[config.mk]
export PLATFORM = sky130hd
export DESIGN_NAME = sync_fifo
export DESIGN_NICKNAME = d
export VERILOG_FILES = /design/src/verilog/sync_fifo.sv
export VERILOG_INCLUDE_DIRS = /design/src /design/src/include
export SDC_FILE = /design/constraint.sdc
export NUM_CORES = 1
export LEC_CHECK = 0
export ABC_AREA = 1
export BUFFER_PORTS_ARGS = -buffer_cell sky130_fd_sc_hd__buf_2
export CORE_UTILIZATION = 55
export CTS_CLUSTER_DIAMETER = 60
export DETAILED_ROUTE_END_ITERATION = 6
export PLACE_DENSITY = 0.77
export SYNTH_ARGS = -nofsm -noshare
export SYNTH_HDL_FRONTEND = slang
export SYNTH_SLANG_ARGS = --single-unit
[constraint.sdc]
create_clock -name clk -period 4.6 [get_ports clk]
set_clock_uncertainty 0.15 [all_clocks]
set_input_delay 0 -clock clk [delete_from_list [all_inputs] [get_ports clk]]
set_output_delay 0 -clock clk [all_outputs]
set_load 0.005 [all_outputs]
[src/include/tensor_defs.svh]
`ifndef TENSOR_DEFS_SVH
`define TENSOR_DEFS_SVH

// lanes in the single octet, one data word each
`define TC_LANES 8

// data word width, integer wrapping arithmetic
`define TC_XLEN 32

// warps sharing the octet
`define TC_NUM_WARPS 4
`define TC_NW_WIDTH 2

// destination register id width
`define TC_NR_BITS 5

// dot-product pipeline depth
// the output staging queue is sized to match
`define TC_LATENCY_HMMA 4

// per-warp metadata queue entries
// two per pair, so two pairs per warp in flight
`define TC_META_DEPTH 4

`endif
[src/verilog/sync_fifo.sv]
`include "tensor_defs.svh"

module sync_fifo #(
    parameter int depth = `TC_META_DEPTH,
    parameter int width = `TC_XLEN
) (
    input  logic             clk,
    input  logic             reset,
    input  logic             push,
    input  logic             pop,
    input  logic [width-1:0] data_in,
    output logic [width-1:0] data_out,
    output logic             full,
    output logic             empty
);
    localparam int ptr_w = (depth > 1) ? $clog2(depth) : 1;
    localparam int cnt_w = $clog2(depth + 1);

    // circular storage with its read and write pointers and entry count
    logic [width-1:0] mem [depth];
    logic [ptr_w-1:0] wr_ptr;
    logic [ptr_w-1:0] rd_ptr;
    logic [cnt_w-1:0] count;

    assign full     = (count == cnt_w'(depth));
    assign empty    = (count == '0);
    // head is read straight out, so a push shows up one cycle later
    assign data_out = mem[rd_ptr];

    always_ff @(posedge clk) begin
        if (push) begin
            mem[wr_ptr] <= data_in;
        end
    end

    always_ff @(posedge clk) begin
        if (reset) begin
            wr_ptr <= '0;
            rd_ptr <= '0;
            count  <= '0;
        end else begin
            // pointers wrap at depth, not at a power of two
            if (push) begin
                wr_ptr <= (wr_ptr == ptr_w'(depth - 1)) ? '0 : wr_ptr + 1'b1;
            end
            if (pop) begin
                rd_ptr <= (rd_ptr == ptr_w'(depth - 1)) ? '0 : rd_ptr + 1'b1;
            end
            case ({push, pop})
                2'b10:   count <= count + 1'b1;
                2'b01:   count <= count - 1'b1;
                default: count <= count;
            endcase
        end
    end

    // the producer side must look at full before pushing
    a_no_overflow: assert property (@(posedge clk) disable iff (reset) !(push && full))
        else $error("sync_fifo push while full");

    // and the consumer side at empty before popping
    a_no_underflow: assert property (@(posedge clk) disable iff (reset) !(pop && empty))
        else $error("sync_fifo pop while empty");

endmodule

==> impl_metrics.py <==
metrics = {
    "clock_tree": {
        "post_cts_resized": 0,
        "cts.sinks": 137,
        "h-tree-depth": 4,
        "root_buffer": "clkbuf_8",
        "cts_setup_buffers": 0,
        "clockBufferDepth": 2,
        "cts_made_buffers": 17,
        "cts_tree": "yes",
        "cts_hold_buf": 36,
        "clk_pin_slew_worst_paths_ns": 0.06,
        "clock_latency_ns": 0.52,
    },
    "pwr": {
        "power_density_nw_per_um2": 453.1,
        "p_sw_uw": 705.1,
        "seq_power_share_pct": 49.2,
        "clock_power_share_pct": 42.5,
        "p_int_uw": 2256,
        "p_comb_share_pct": 8.4,
        "swShare_pct": 23.81,
        "ir_drop_v": 0.0002819,
        "p_leak_uw": 0.002411,
    },
    "sta": {
        "hold_violations": 0,
        "slew_headroom_pct": 19.06,
        "tns_ns": 0,
        "post-route-period-util_pct": 59.96,
        "worst_pin_slew_ns": 1.214,
        "fin_crit_ns": 2.758,
        "layout_setup_ws_ns": 1.842,
        "rsz0062_at_grt": "no",
        "maxSlewViolCount": 0,
        "setup_viol": 0,
        "holdWs_ns": 0.07078,
        "max_freq_ghz": 0.3626,
    },
    "critical_path": {
        "rr_worst_depth": 5,
        "cp-start-kind": "flip-flop",
        "regToRegEndpoint": "mem[0][24]$_DFFE_PP_",
        "crit_path_end_kind": "output pin",
        "crit_arrival_ns": 2.61,
        "r2r_start": "wr_ptr[0]$_SDFFE_PP0P_",
        "required_ns": 4.45,
        "reg2reg_setup_slack_ns": 2.51,
        "crit_path_end": "data_out[20]",
        "path_max_fanout": 65,
        "critPathKind": "reg2out",
    },
    "floorplan": {
        "dieHeight_um": 99.59,
        "ioPinCount": 70,
        "dieArea_sq_um": 9917,
        "die_w_um": 99.59,
        "initial_utilization_pct": 56.68,
        "fp-row-count": 35,
        "core_area_sq_um": 9240,
    },
    "routing": {
        "routed_wl_um": 10050,
        "drtPass1Iterations": 4,
        "ant_nets": 0,
        "drc": 0,
        "vias_per_cell": 5.387,
        "wl_per_cell_um": 16.20,
        "dr.first_iter.drc_count": 241,
        "dr_total_vias": 3340,
    },
    "place": {
        "dp_hpwl_um": 5658,
        "gp_congestion": 0.7342,
        "io_buffer_count": 69,
        "pre_cts_ws_ns": 2.361,
    },
    "global_route": {
        "antenna_found_initial": 0,
        "grt_pass1_wl_um": 15480,
        "overflow": 0,
        "grt_usage_pct": 21.40,
        "grt_max_degree": 66,
        "grt_pass1_vias": 3219,
    },
    "cells_and_area": {
        "multi_input_area_sq_um": 980.9,
        "synthToLayoutAreaGrowth_pct": 24.77,
        "antenna_cells": 0,
        "regArea_sq_um": 4025,
        "fillers": 617,
        "drive_gt1_share_pct": 21.59,
        "finalNetCount": 521,
        "fin_util_pct": 70.72,
    },
    "run": {
        "maxCapViolCount": 0,
    },
    "status": {
        "outcome": "finished, final reports clean",
    },
    "synth": {
        "synth_sequential_area_ratio_pct": 76.83,
        "syn_area_sq_um": 5238,
        "yosys_warnings": 0,
        "synth.distinct_cells": 20,
        "synth_nets": 412,
        "synth_seq_cells": 137,
        "synth.avg_cell_area_sq_um": 14.19,
        "syn_inst": 369,
    },
    "worst_hold_path": {
        "hold_path_class": "in2reg",
        "min_from": "reset",
    },
}
## how the worst min path moves through the flow
stage / to / slack [ns] / depth (start not counted)
after global routing: flip-flop / 0.06 / 3
after CTS: flip-flop / 0.05 / 3
final: flip-flop / 0.07 / 3
after detailed placement: wr_ptr[0]$_SDFFE_PP0P_ / 0.06 / 2
after global placement: mem[3][23]$_DFFE_PP_ / 0.06 / 1
after floorplan: wr_ptr[0]$_SDFFE_PP0P_ / -0.08 / 1
## power by group through the flow
stage	Sequential, uW	Clock (uW)	Combinational [uW]
finish	1460	1260	247
global route	1460	1320	274
CTS	1460	1270	248
detailed placement	1480	0	223
global placement	1480	0	217
floorplan	1460	0	149
## placed cells by master, fill, tap and decap left out, types with 4 or more instances in the layout
master,Yosys,routed
dfxtp_1,9,8
a21oi_1,5,5
o22ai_1,32,32
o21ai_1,28,28
clkinv_4,0,4
nand2_1,8,8
dlygate4sd3_1,0,36
edfxtp_1,128,128
buf_4,3,4
inv_6,0,5
buf_2,6,69
ha_1,6,6
o21ai_0,40,40
nor2_1,69,69
inv_1,16,16
clkbuf_16,0,16
nor3_1,4,4
## cell usage after synthesis
library cell  instances  area (sq um)
buf_2                 6         30.03
edfxtp_1            128          3844
ha_1                  6         75.07
inv_2                 1         3.750
dfxtp_1               9         180.2
inv_1                16         60.06
buf_6                 9         101.4
nor3_1                4         20.02
inv_8                 1         11.26
a21oi_1               5         25.02
nand2_1               8         30.03
fa_1                  1         20.02
o21ai_1              28         140.1
buf_4                 3         22.52
nand3_1               1         5.000
o21ai_0              40         200.2
clkbuf_1              1         3.750
o22ai_1              32         200.2
nand4_1               1         6.260
nor2_1               69         259.0
## state kept, by name (all words and copies together), names as in the netlist, named ones only
register / cells
rd_ptr: 2
wr_ptr: 2
count: 3
mem: 128
## per-stage QoR
step | instances | cell area (sq um) | power [uW]
2_1_floorplan | 369 | 5238 | 1609
3_3_place_gp | 552 | 5618 | 1696
3_5_place_dp | 552 | 5618 | 1705
4_1_cts | 620 | 6535 | 2975
5_1_grt | 620 | 6535 | 3056
6_report | 620 | 6535 | 2961
## routing by layer
layer  GRT usage (%)  up-vias  part of all wire, %
li1                -     1593                    -
met1           25.95     1631                   42
met3           6.746       18                  5.2
met4           7.805        0                  1.3
met2           36.27       98                   51
met5               0        -                    0
## worst max-delay path: stages, from the launching register on
cell and delay, ns:
dfxtp_2 1.11, inv_8 0.34, o21ai_0 0.32, o22ai_1 0.11
buf_2 0.14
## kinds of logic (layout without fill, tap and decap cells)
| family | Yosys count | after routing | synth area share (%) |
|---|---|---|---|
| buffers and inverters | 37 | 159 | 4.443 |
| AOI/OAI and AO/OA | 105 | 105 | 10.80 |
| and+or+nand+nor | 83 | 83 | 6.116 |
| DFF | 137 | 137 | 76.83 |
| adders and majority gates | 7 | 7 | 1.816 |
## cell type report
| type | instances | area share (%) |
|---|---|---|
| tap | 129 | 2.470 |
| clock buffer | 17 | 6.337 |
| multi-input combinational | 195 | 15.01 |
| clock inverter | 15 | 2.183 |
| timing repair buffer | 109 | 11.26 |
| inverter | 18 | 1.149 |
| sequential | 137 | 61.59 |
(Power assumes the default switching activity.)
