===== config.mk =====
export PLATFORM = sky130hd
export DESIGN_NAME = writeback_sequencer
export DESIGN_NICKNAME = d
export VERILOG_FILES = /design/src/verilog/tensor_pkg.sv /design/src/verilog/writeback_sequencer.sv /design/src/verilog/sync_fifo.sv
export VERILOG_INCLUDE_DIRS = /design/src /design/src/include
export SDC_FILE = /design/constraint.sdc
export NUM_CORES = 1
export LEC_CHECK = 0
export BUFFER_PORTS_ARGS = -buffer_cell sky130_fd_sc_hd__buf_2
export CAP_MARGIN = 20
export CORE_AREA = 2 2 309 311
export CTS_BUF_LIST = sky130_fd_sc_hd__clkbuf_4 sky130_fd_sc_hd__clkbuf_8
export CTS_CLUSTER_SIZE = 10
export DETAILED_ROUTE_END_ITERATION = 10
export DIE_AREA = 0 0 311 313
export GPL_TIMING_DRIVEN = 0
export PLACE_DENSITY = 0.3
export SLEW_MARGIN = 20
export SYNTH_ARGS = -nofsm -noshare
export SYNTH_HDL_FRONTEND = slang
export SYNTH_SLANG_ARGS = --single-unit

===== constraint.sdc =====
create_clock -name clk -period 3 [get_ports clk]
set_input_delay 0.75 -clock clk [delete_from_list [all_inputs] [get_ports clk]]
set_output_delay 0.75 -clock clk [all_outputs]
set_load 0.005 [all_outputs]

===== src/include/tensor_defs.svh =====
`ifndef TENSOR_DEFS_SVH
`define TENSOR_DEFS_SVH

// lanes in the single octet, one data word each
`define TC_LANES 8

// data word width, integer wrapping arithmetic
`define TC_XLEN 32

// warps sharing the octet
`define TC_NUM_WARPS 4
`define TC_NW_WIDTH 2

// destination register id width
`define TC_NR_BITS 5

// dot-product pipeline depth
// the output staging queue is sized to match
`define TC_LATENCY_HMMA 4

// per-warp metadata queue entries
// two per pair, so two pairs per warp in flight
`define TC_META_DEPTH 4

`endif

===== src/verilog/tensor_pkg.sv =====
`include "tensor_defs.svh"

package tensor_pkg;

    // op of an instruction within its pair
    // load only fills the warp's half buffer, mma starts the multiply
    typedef enum logic {
        TC_OP_LOAD = 1'b0,
        TC_OP_MMA  = 1'b1
    } tc_op_e;

    // which columns of D the current commit beat carries
    typedef enum logic {
        WB_PHASE_EVEN = 1'b0,
        WB_PHASE_ODD  = 1'b1
    } wb_phase_e;

    // one word per lane of the octet
    typedef logic [`TC_LANES-1:0][`TC_XLEN-1:0] lane_vec_t;

    // A is 4x2, indexed [row][col]
    typedef logic [3:0][1:0][`TC_XLEN-1:0] a_tile_t;

    // B is 2x4, indexed [row][col]
    typedef logic [1:0][3:0][`TC_XLEN-1:0] b_tile_t;

    // C and D are both 4x4
    typedef logic [3:0][3:0][`TC_XLEN-1:0] acc_tile_t;

endpackage


===== src/verilog/writeback_sequencer.sv =====
`include "tensor_defs.svh"

module writeback_sequencer (
    input  logic                    clk,
    input  logic                    reset,
    input  logic                    accept,
    input  logic [`TC_NW_WIDTH-1:0] in_wid,
    input  logic [`TC_NR_BITS-1:0]  in_rd,
    input  logic                    res_valid,
    input  tensor_pkg::acc_tile_t   res_tile,
    input  logic [`TC_NW_WIDTH-1:0] res_wid,
    output logic                    res_pop,
    output logic                    meta_full,
    output logic                    out_valid,
    output logic [`TC_NW_WIDTH-1:0] out_wid,
    output logic [`TC_NR_BITS-1:0]  out_rd,
    output tensor_pkg::wb_phase_e   out_phase,
    output tensor_pkg::lane_vec_t   out_data,
    input  logic                    out_ready
);
    tensor_pkg::wb_phase_e    phase;
    logic                     beat_fire;
    logic [`TC_NR_BITS-1:0]   meta_rd [`TC_NUM_WARPS];
    logic [`TC_NUM_WARPS-1:0] meta_full_vec;
    logic [`TC_NUM_WARPS-1:0] meta_empty_vec;

    assign beat_fire = out_valid && out_ready;

    // one rd queue per warp
    // results of different warps can interleave at the input,
    // while the two beats of one result always commit back to back
    for (genvar w = 0; w < `TC_NUM_WARPS; w++) begin : g_meta
        sync_fifo #(
            .depth (`TC_META_DEPTH),
            .width (`TC_NR_BITS)
        ) meta_q (
            .clk      (clk),
            .reset    (reset),
            .push     (accept && (in_wid == `TC_NW_WIDTH'(w))),
            .pop      (beat_fire && (res_wid == `TC_NW_WIDTH'(w))),
            .data_in  (in_rd),
            .data_out (meta_rd[w]),
            .full     (meta_full_vec[w]),
            .empty    (meta_empty_vec[w])
        );
    end

    // any full warp queue holds off the whole input
    assign meta_full = |meta_full_vec;

    always_ff @(posedge clk) begin
        if (reset) begin
            phase <= tensor_pkg::WB_PHASE_EVEN;
        end else if (beat_fire) begin
            phase <= (phase == tensor_pkg::WB_PHASE_EVEN) ? tensor_pkg::WB_PHASE_ODD
                                                          : tensor_pkg::WB_PHASE_EVEN;
        end
    end

    // result tile leaves the output queue only after its odd beat
    assign res_pop   = beat_fire && (phase == tensor_pkg::WB_PHASE_ODD);

    assign out_valid = res_valid;
    assign out_wid   = res_wid;
    // even beat gets the load's rd, odd beat the mma's rd
    assign out_rd    = meta_rd[res_wid];
    assign out_phase = phase;

    // lanes 0-3 take rows 0,1 and lanes 4-7 rows 2,3
    // columns c and c+2, with c set by the phase
    always_comb begin
        int col;
        col = (phase == tensor_pkg::WB_PHASE_ODD) ? 1 : 0;
        for (int g = 0; g < 2; g++) begin
            out_data[4*g+0] = res_tile[2*g][col];
            out_data[4*g+1] = res_tile[2*g+1][col];
            out_data[4*g+2] = res_tile[2*g][col+2];
            out_data[4*g+3] = res_tile[2*g+1][col+2];
        end
    end

    // a stalled beat must not move
    a_beat_hold: assert property (@(posedge clk) disable iff (reset)
        (out_valid && !out_ready) |=> (out_valid && $stable(out_data)))
        else $error("commit beat changed while stalled");

    // every beat needs an rd queued at accept time
    a_meta_present: assert property (@(posedge clk) disable iff (reset)
        out_valid |-> !meta_empty_vec[res_wid])
        else $error("commit for warp %0d with no queued rd", res_wid);

endmodule


===== src/verilog/sync_fifo.sv =====
`include "tensor_defs.svh"

module sync_fifo #(
    parameter int depth = `TC_META_DEPTH,
    parameter int width = `TC_XLEN
) (
    input  logic             clk,
    input  logic             reset,
    input  logic             push,
    input  logic             pop,
    input  logic [width-1:0] data_in,
    output logic [width-1:0] data_out,
    output logic             full,
    output logic             empty
);
    localparam int ptr_w = (depth > 1) ? $clog2(depth) : 1;
    localparam int cnt_w = $clog2(depth + 1);

    // circular storage with its read and write pointers and entry count
    logic [width-1:0] mem [depth];
    logic [ptr_w-1:0] wr_ptr;
    logic [ptr_w-1:0] rd_ptr;
    logic [cnt_w-1:0] count;

    assign full     = (count == cnt_w'(depth));
    assign empty    = (count == '0);
    // head is read straight out, so a push shows up one cycle later
    assign data_out = mem[rd_ptr];

    always_ff @(posedge clk) begin
        if (push) begin
            mem[wr_ptr] <= data_in;
        end
    end

    always_ff @(posedge clk) begin
        if (reset) begin
            wr_ptr <= '0;
            rd_ptr <= '0;
            count  <= '0;
        end else begin
            // pointers wrap at depth, not at a power of two
            if (push) begin
                wr_ptr <= (wr_ptr == ptr_w'(depth - 1)) ? '0 : wr_ptr + 1'b1;
            end
            if (pop) begin
                rd_ptr <= (rd_ptr == ptr_w'(depth - 1)) ? '0 : rd_ptr + 1'b1;
            end
            case ({push, pop})
                2'b10:   count <= count + 1'b1;
                2'b01:   count <= count - 1'b1;
                default: count <= count;
            endcase
        end
    end

    // the producer side must look at full before pushing
    a_no_overflow: assert property (@(posedge clk) disable iff (reset) !(push && full))
        else $error("sync_fifo push while full");

    // and the consumer side at empty before popping
    a_no_underflow: assert property (@(posedge clk) disable iff (reset) !(pop && empty))
        else $error("sync_fifo pop while empty");

endmodule


==> reports/summary.md <==
The run finished with clean final reports. The mean cell area of the mapped netlist was 12.4 µm². The via count of the first global-routing pass was 9541; the worst-case setup margin in the final layout was 0.100 ns. For this design the ratio of total power to cell area is 379 mW/mm².

Yosys printed 0 warnings. Of all nets on the critical path, the largest fanout is 10. For this run, the slowest stage of the critical path takes 0.52 ns. The number of max-cap violations came out at 0. For the post-detailed-route count of antenna-violating nets, the log shows 0. The critical path class was flop to output pin. The total length of routed wires is 94900 µm.

The global placer's final weighted congestion is 1.09, and the final hold slack is 0.502 ns. Timing analysis after detailed placement gives a worst setup slack of -0.703 ns. The clock insertion delay at the later pin of the skew report was 0.44 ns; the first-pass GRT wire length was 115000 µm.

Total nets after synthesis: 1206. Across the routed clock network, the largest skew measured is 0.00505 ns. Walking the worst path, the cells encountered are buf_2, mux2_2, buf_2.

In this run the standard cell core region covers 0.0942 mm². At the pin with the least slew margin, the transition time is 0.664 ns. The number of different library cells used by synthesis comes to 42. The run gives 113 as the cell row count. The tools report the kind of capture point of the worst setup path as an output pin.

Number of antenna violations at the first check in global routing: 113. TritonCTS built the clock tree. Together, buffers and inverters on the worst path number 2.

The post-synthesis sequential area ratio is 0.388. The clock passes through at most 2 buffers. The number of DRC violations after detailed routing was 0. The floorplan step set the die height to 313 µm. The instance count of the mapped netlist came out at 654.

The count of pins over their slew limit is 0. The area growth from synthesis to layout is 74.5%. At the worst endpoint, the arrival time is 2.15 ns.

Most frequent standard cell in the layout excluding fill and tap cells: sky130_fd_sc_hd__buf_2. The flip-flop and latch count after synthesis was 117. The tightest min-delay check is of the flop to flop type. The total overflow left after global routing is 0.

For the initial cell density of the core, the log shows 0.0861. At the worst endpoint, the required time is 2.25 ns. The logs give 0 for the cts-stage hold buffer count and 117 for the number of clock sinks. In this run the count of I/O pins placed on the die edge is 793. The run gives 0.280 as the clock network fraction of design power. The detailed-route wire length per cell came out at 34.5 µm. The net count of the finished layout came out at 2013.

In this run the static leakage power is 0.00622 µW. The total track usage came out at 0.188. The category of cells accounting for the largest share of critical-path delay is buffers and inverters.

The switching share of power is 0.355. In the layout the commonest cells are 806 x sky130_fd_sc_hd__buf_2, 261 x sky130_fd_sc_hd__mux2_2, 80 x sky130_fd_sc_hd__edfxtp_1. The final HPWL from detailed placement came out at 88000 µm. The worst setup path is launched from a flop. The final route contains 9396 vias.

The end-of-flow core utilization was 0.150. The chip width is 311 µm, and the net switching power figure is 1910 µW. The peak supply drop was 0.000212 V. In this run the cell area of the synthesized design comes to 0.00811 mm².

Setup violations remaining at the end of the flow were counted as 0. The max-slew headroom at the worst pin is 0.557, and the relative contribution of sequential cells to total power is 0.330. The combinational cell fraction of total power is 0.390, and the clock-pin transition on the worst setup and hold timing paths is 0.07 ns. Using the TritonRoute via totals, the vias-per-cell ratio works out to 3.41. The tools report the largest net degree at the start of global routing as 17. By instance count, the cell type seen most on the critical path is sky130_fd_sc_hd__buf_2.

The number of I/O port buffers was 789. The clock tree synthesis step divided the H-tree into 4 levels. The clock buffer count from CTS was 17. On the critical path, the stage with the largest delay is an instance of sky130_fd_sc_hd__mux2_2. The smallest clock period supported by the final layout is computed as 2.90 ns. The internal power of the cells totals 3460 µW. The fraction of final layout cells sized beyond drive strength 1 works out to 0.769. Share of the clock period used by the worst path: 0.967. Static timing analysis puts the maximum clock frequency at 345 MHz.

The tools report the detailed-routing iteration count for the pre-antenna-repair pass as 5. Setup repair after global routing could not meet its margin everywhere. For the initial detailed-routing violation count, the log shows 480. Final number of hold-violating endpoints: 0.

The tree is rooted in a sky130_fd_sc_hd__clkbuf_8. The run gives 5370 µW as the total design power. The total die area is 0.0973 mm².
-- synth_stat cells (all sizes together) --
master,count,area share
a2111oi,3,0.0032
a211oi,2,0.0019
a21oi,13,0.0080
a22oi,1,0.00093
a32oi,1,0.0011
and2,17,0.013
and3,4,0.0031
and3b,2,0.0022
buf,39,0.028
clkbuf,5,0.0023
dfxtp,37,0.091
edfxtp,80,0.30
fa,4,0.0099
ha,22,0.034
inv,17,0.0079
mux2,261,0.36
mux2i,34,0.042
mux4,5,0.015
nand2,13,0.0060
nand3,2,0.0019
nand3b,2,0.0019
nand4,1,0.0026
nand4b,1,0.0029
nor2,45,0.021
nor2b,1,0.0017
nor3,9,0.0069
nor3b,4,0.0056
o211ai,2,0.0019
o21ai,4,0.0025
o22ai,10,0.0077
or3,4,0.0031
or3b,1,0.0011
xnor2,3,0.0051
xor2,5,0.0054
-- worst reg2reg max path, delay by kind of cell, from the launching register on --
family	cells	cell delay, ns
AOI/OAI and AO/OA	1	0.14
xor gates and xnor gates	1	0.18
adders and majority gates	1	0.41
buffers and inverters	1	0.07
DFF	1	0.37
and+or+nand+nor	1	0.30
-- cells by family after synthesis --
group | after synthesis | share of synthesized area
muxes | 300 | 0.420
DFF | 117 | 0.388
and+or+nand+nor | 106 | 0.0728
buffers and inverters | 61 | 0.0386
AOI/OAI and AO/OA | 36 | 0.0272
adders and majority gates | 26 | 0.0438
xor gates and xnor gates | 8 | 0.0105
-- stage by stage --
step	area [µm²]	instances	setup TNS, ns
finish	14200	2752	0
global placement	13600	2708	-27.45
detailed placement	13600	2708	-30.66
floorplan	8110	654	0
CTS	14100	2739	0
global route	14100	2744	-0.00711
-- worst paths after layout --
check / startpoint / slack, ns / cells past startpoint / to
worst min-delay path: g_meta[2].meta_q.count[1]$_SDFFE_PP0P_ / 0.50 / 2 / g_meta[2].meta_q.count[1]$_SDFFE_PP0P_
worst max-delay path: out_phase$_SDFFE_PP0P_ / 0.10 / 3 / out_data[191]
worst max register to register: g_meta[0].meta_q.count[0]$_SDFFE_PP0P_ / 1.45 / 5 / g_meta[0].meta_q.count[2]$_SDFFE_PP0P_
worst min register to register: g_meta[2].meta_q.count[1]$_SDFFE_PP0P_ / 0.50 / 2 / g_meta[2].meta_q.count[1]$_SDFFE_PP0P_
-- final cells by class --
type / count / area, µm²
fillers: 10800 / 80000
multi-input cells: 476 / 4670
repair buffers: 789 / 3950
flip-flops and latches: 117 / 3150
well taps: 1265 / 1580
plain buffers: 43 / 307
clock buffers: 19 / 249
clock inverters: 13 / 159
inverters: 17 / 63.8
diodes: 13 / 32.5
-- registers in the layout, summed over array words and instances, names as in the netlist, named ones only --
signal and flops:
g_meta.meta_q.mem 80, g_meta.meta_q.count 12, g_meta.meta_q.rd_ptr 8, g_meta.meta_q.wr_ptr 8, out_phase 1
-- power groups by stage --
stage / logic, µW / clock network [µW] / registers, µW
floorplan: 674 / 0 / 1800
global placement: 2140 / 0 / 1800
detailed placement: 2130 / 0 / 1810
CTS: 2150 / 1560 / 1770
global route: 2220 / 1630 / 1770
finish: 2090 / 1510 / 1770
-- layer usage --
layer | wire, µm | global-route usage | vias up | share of wire
met4 | 3510 | 0.0527 | 42 | 0.037
met1 | 36900 | 0.215 | 4523 | 0.39
met2 | 45500 | 0.324 | 578 | 0.48
met5 | 277 | 0 | - | 0.0029
met3 | 8700 | 0.0746 | 204 | 0.092
li1 | - | - | 4049 | -
-- what timing repair did --
item                                    4_1_cts  5_1_grt
pin swaps                                     0        0
setup buffers                                 0        0
resized for setup                            23        4
endpoints found under the setup margin      260        5
Power figures use the tool's default switching activity.
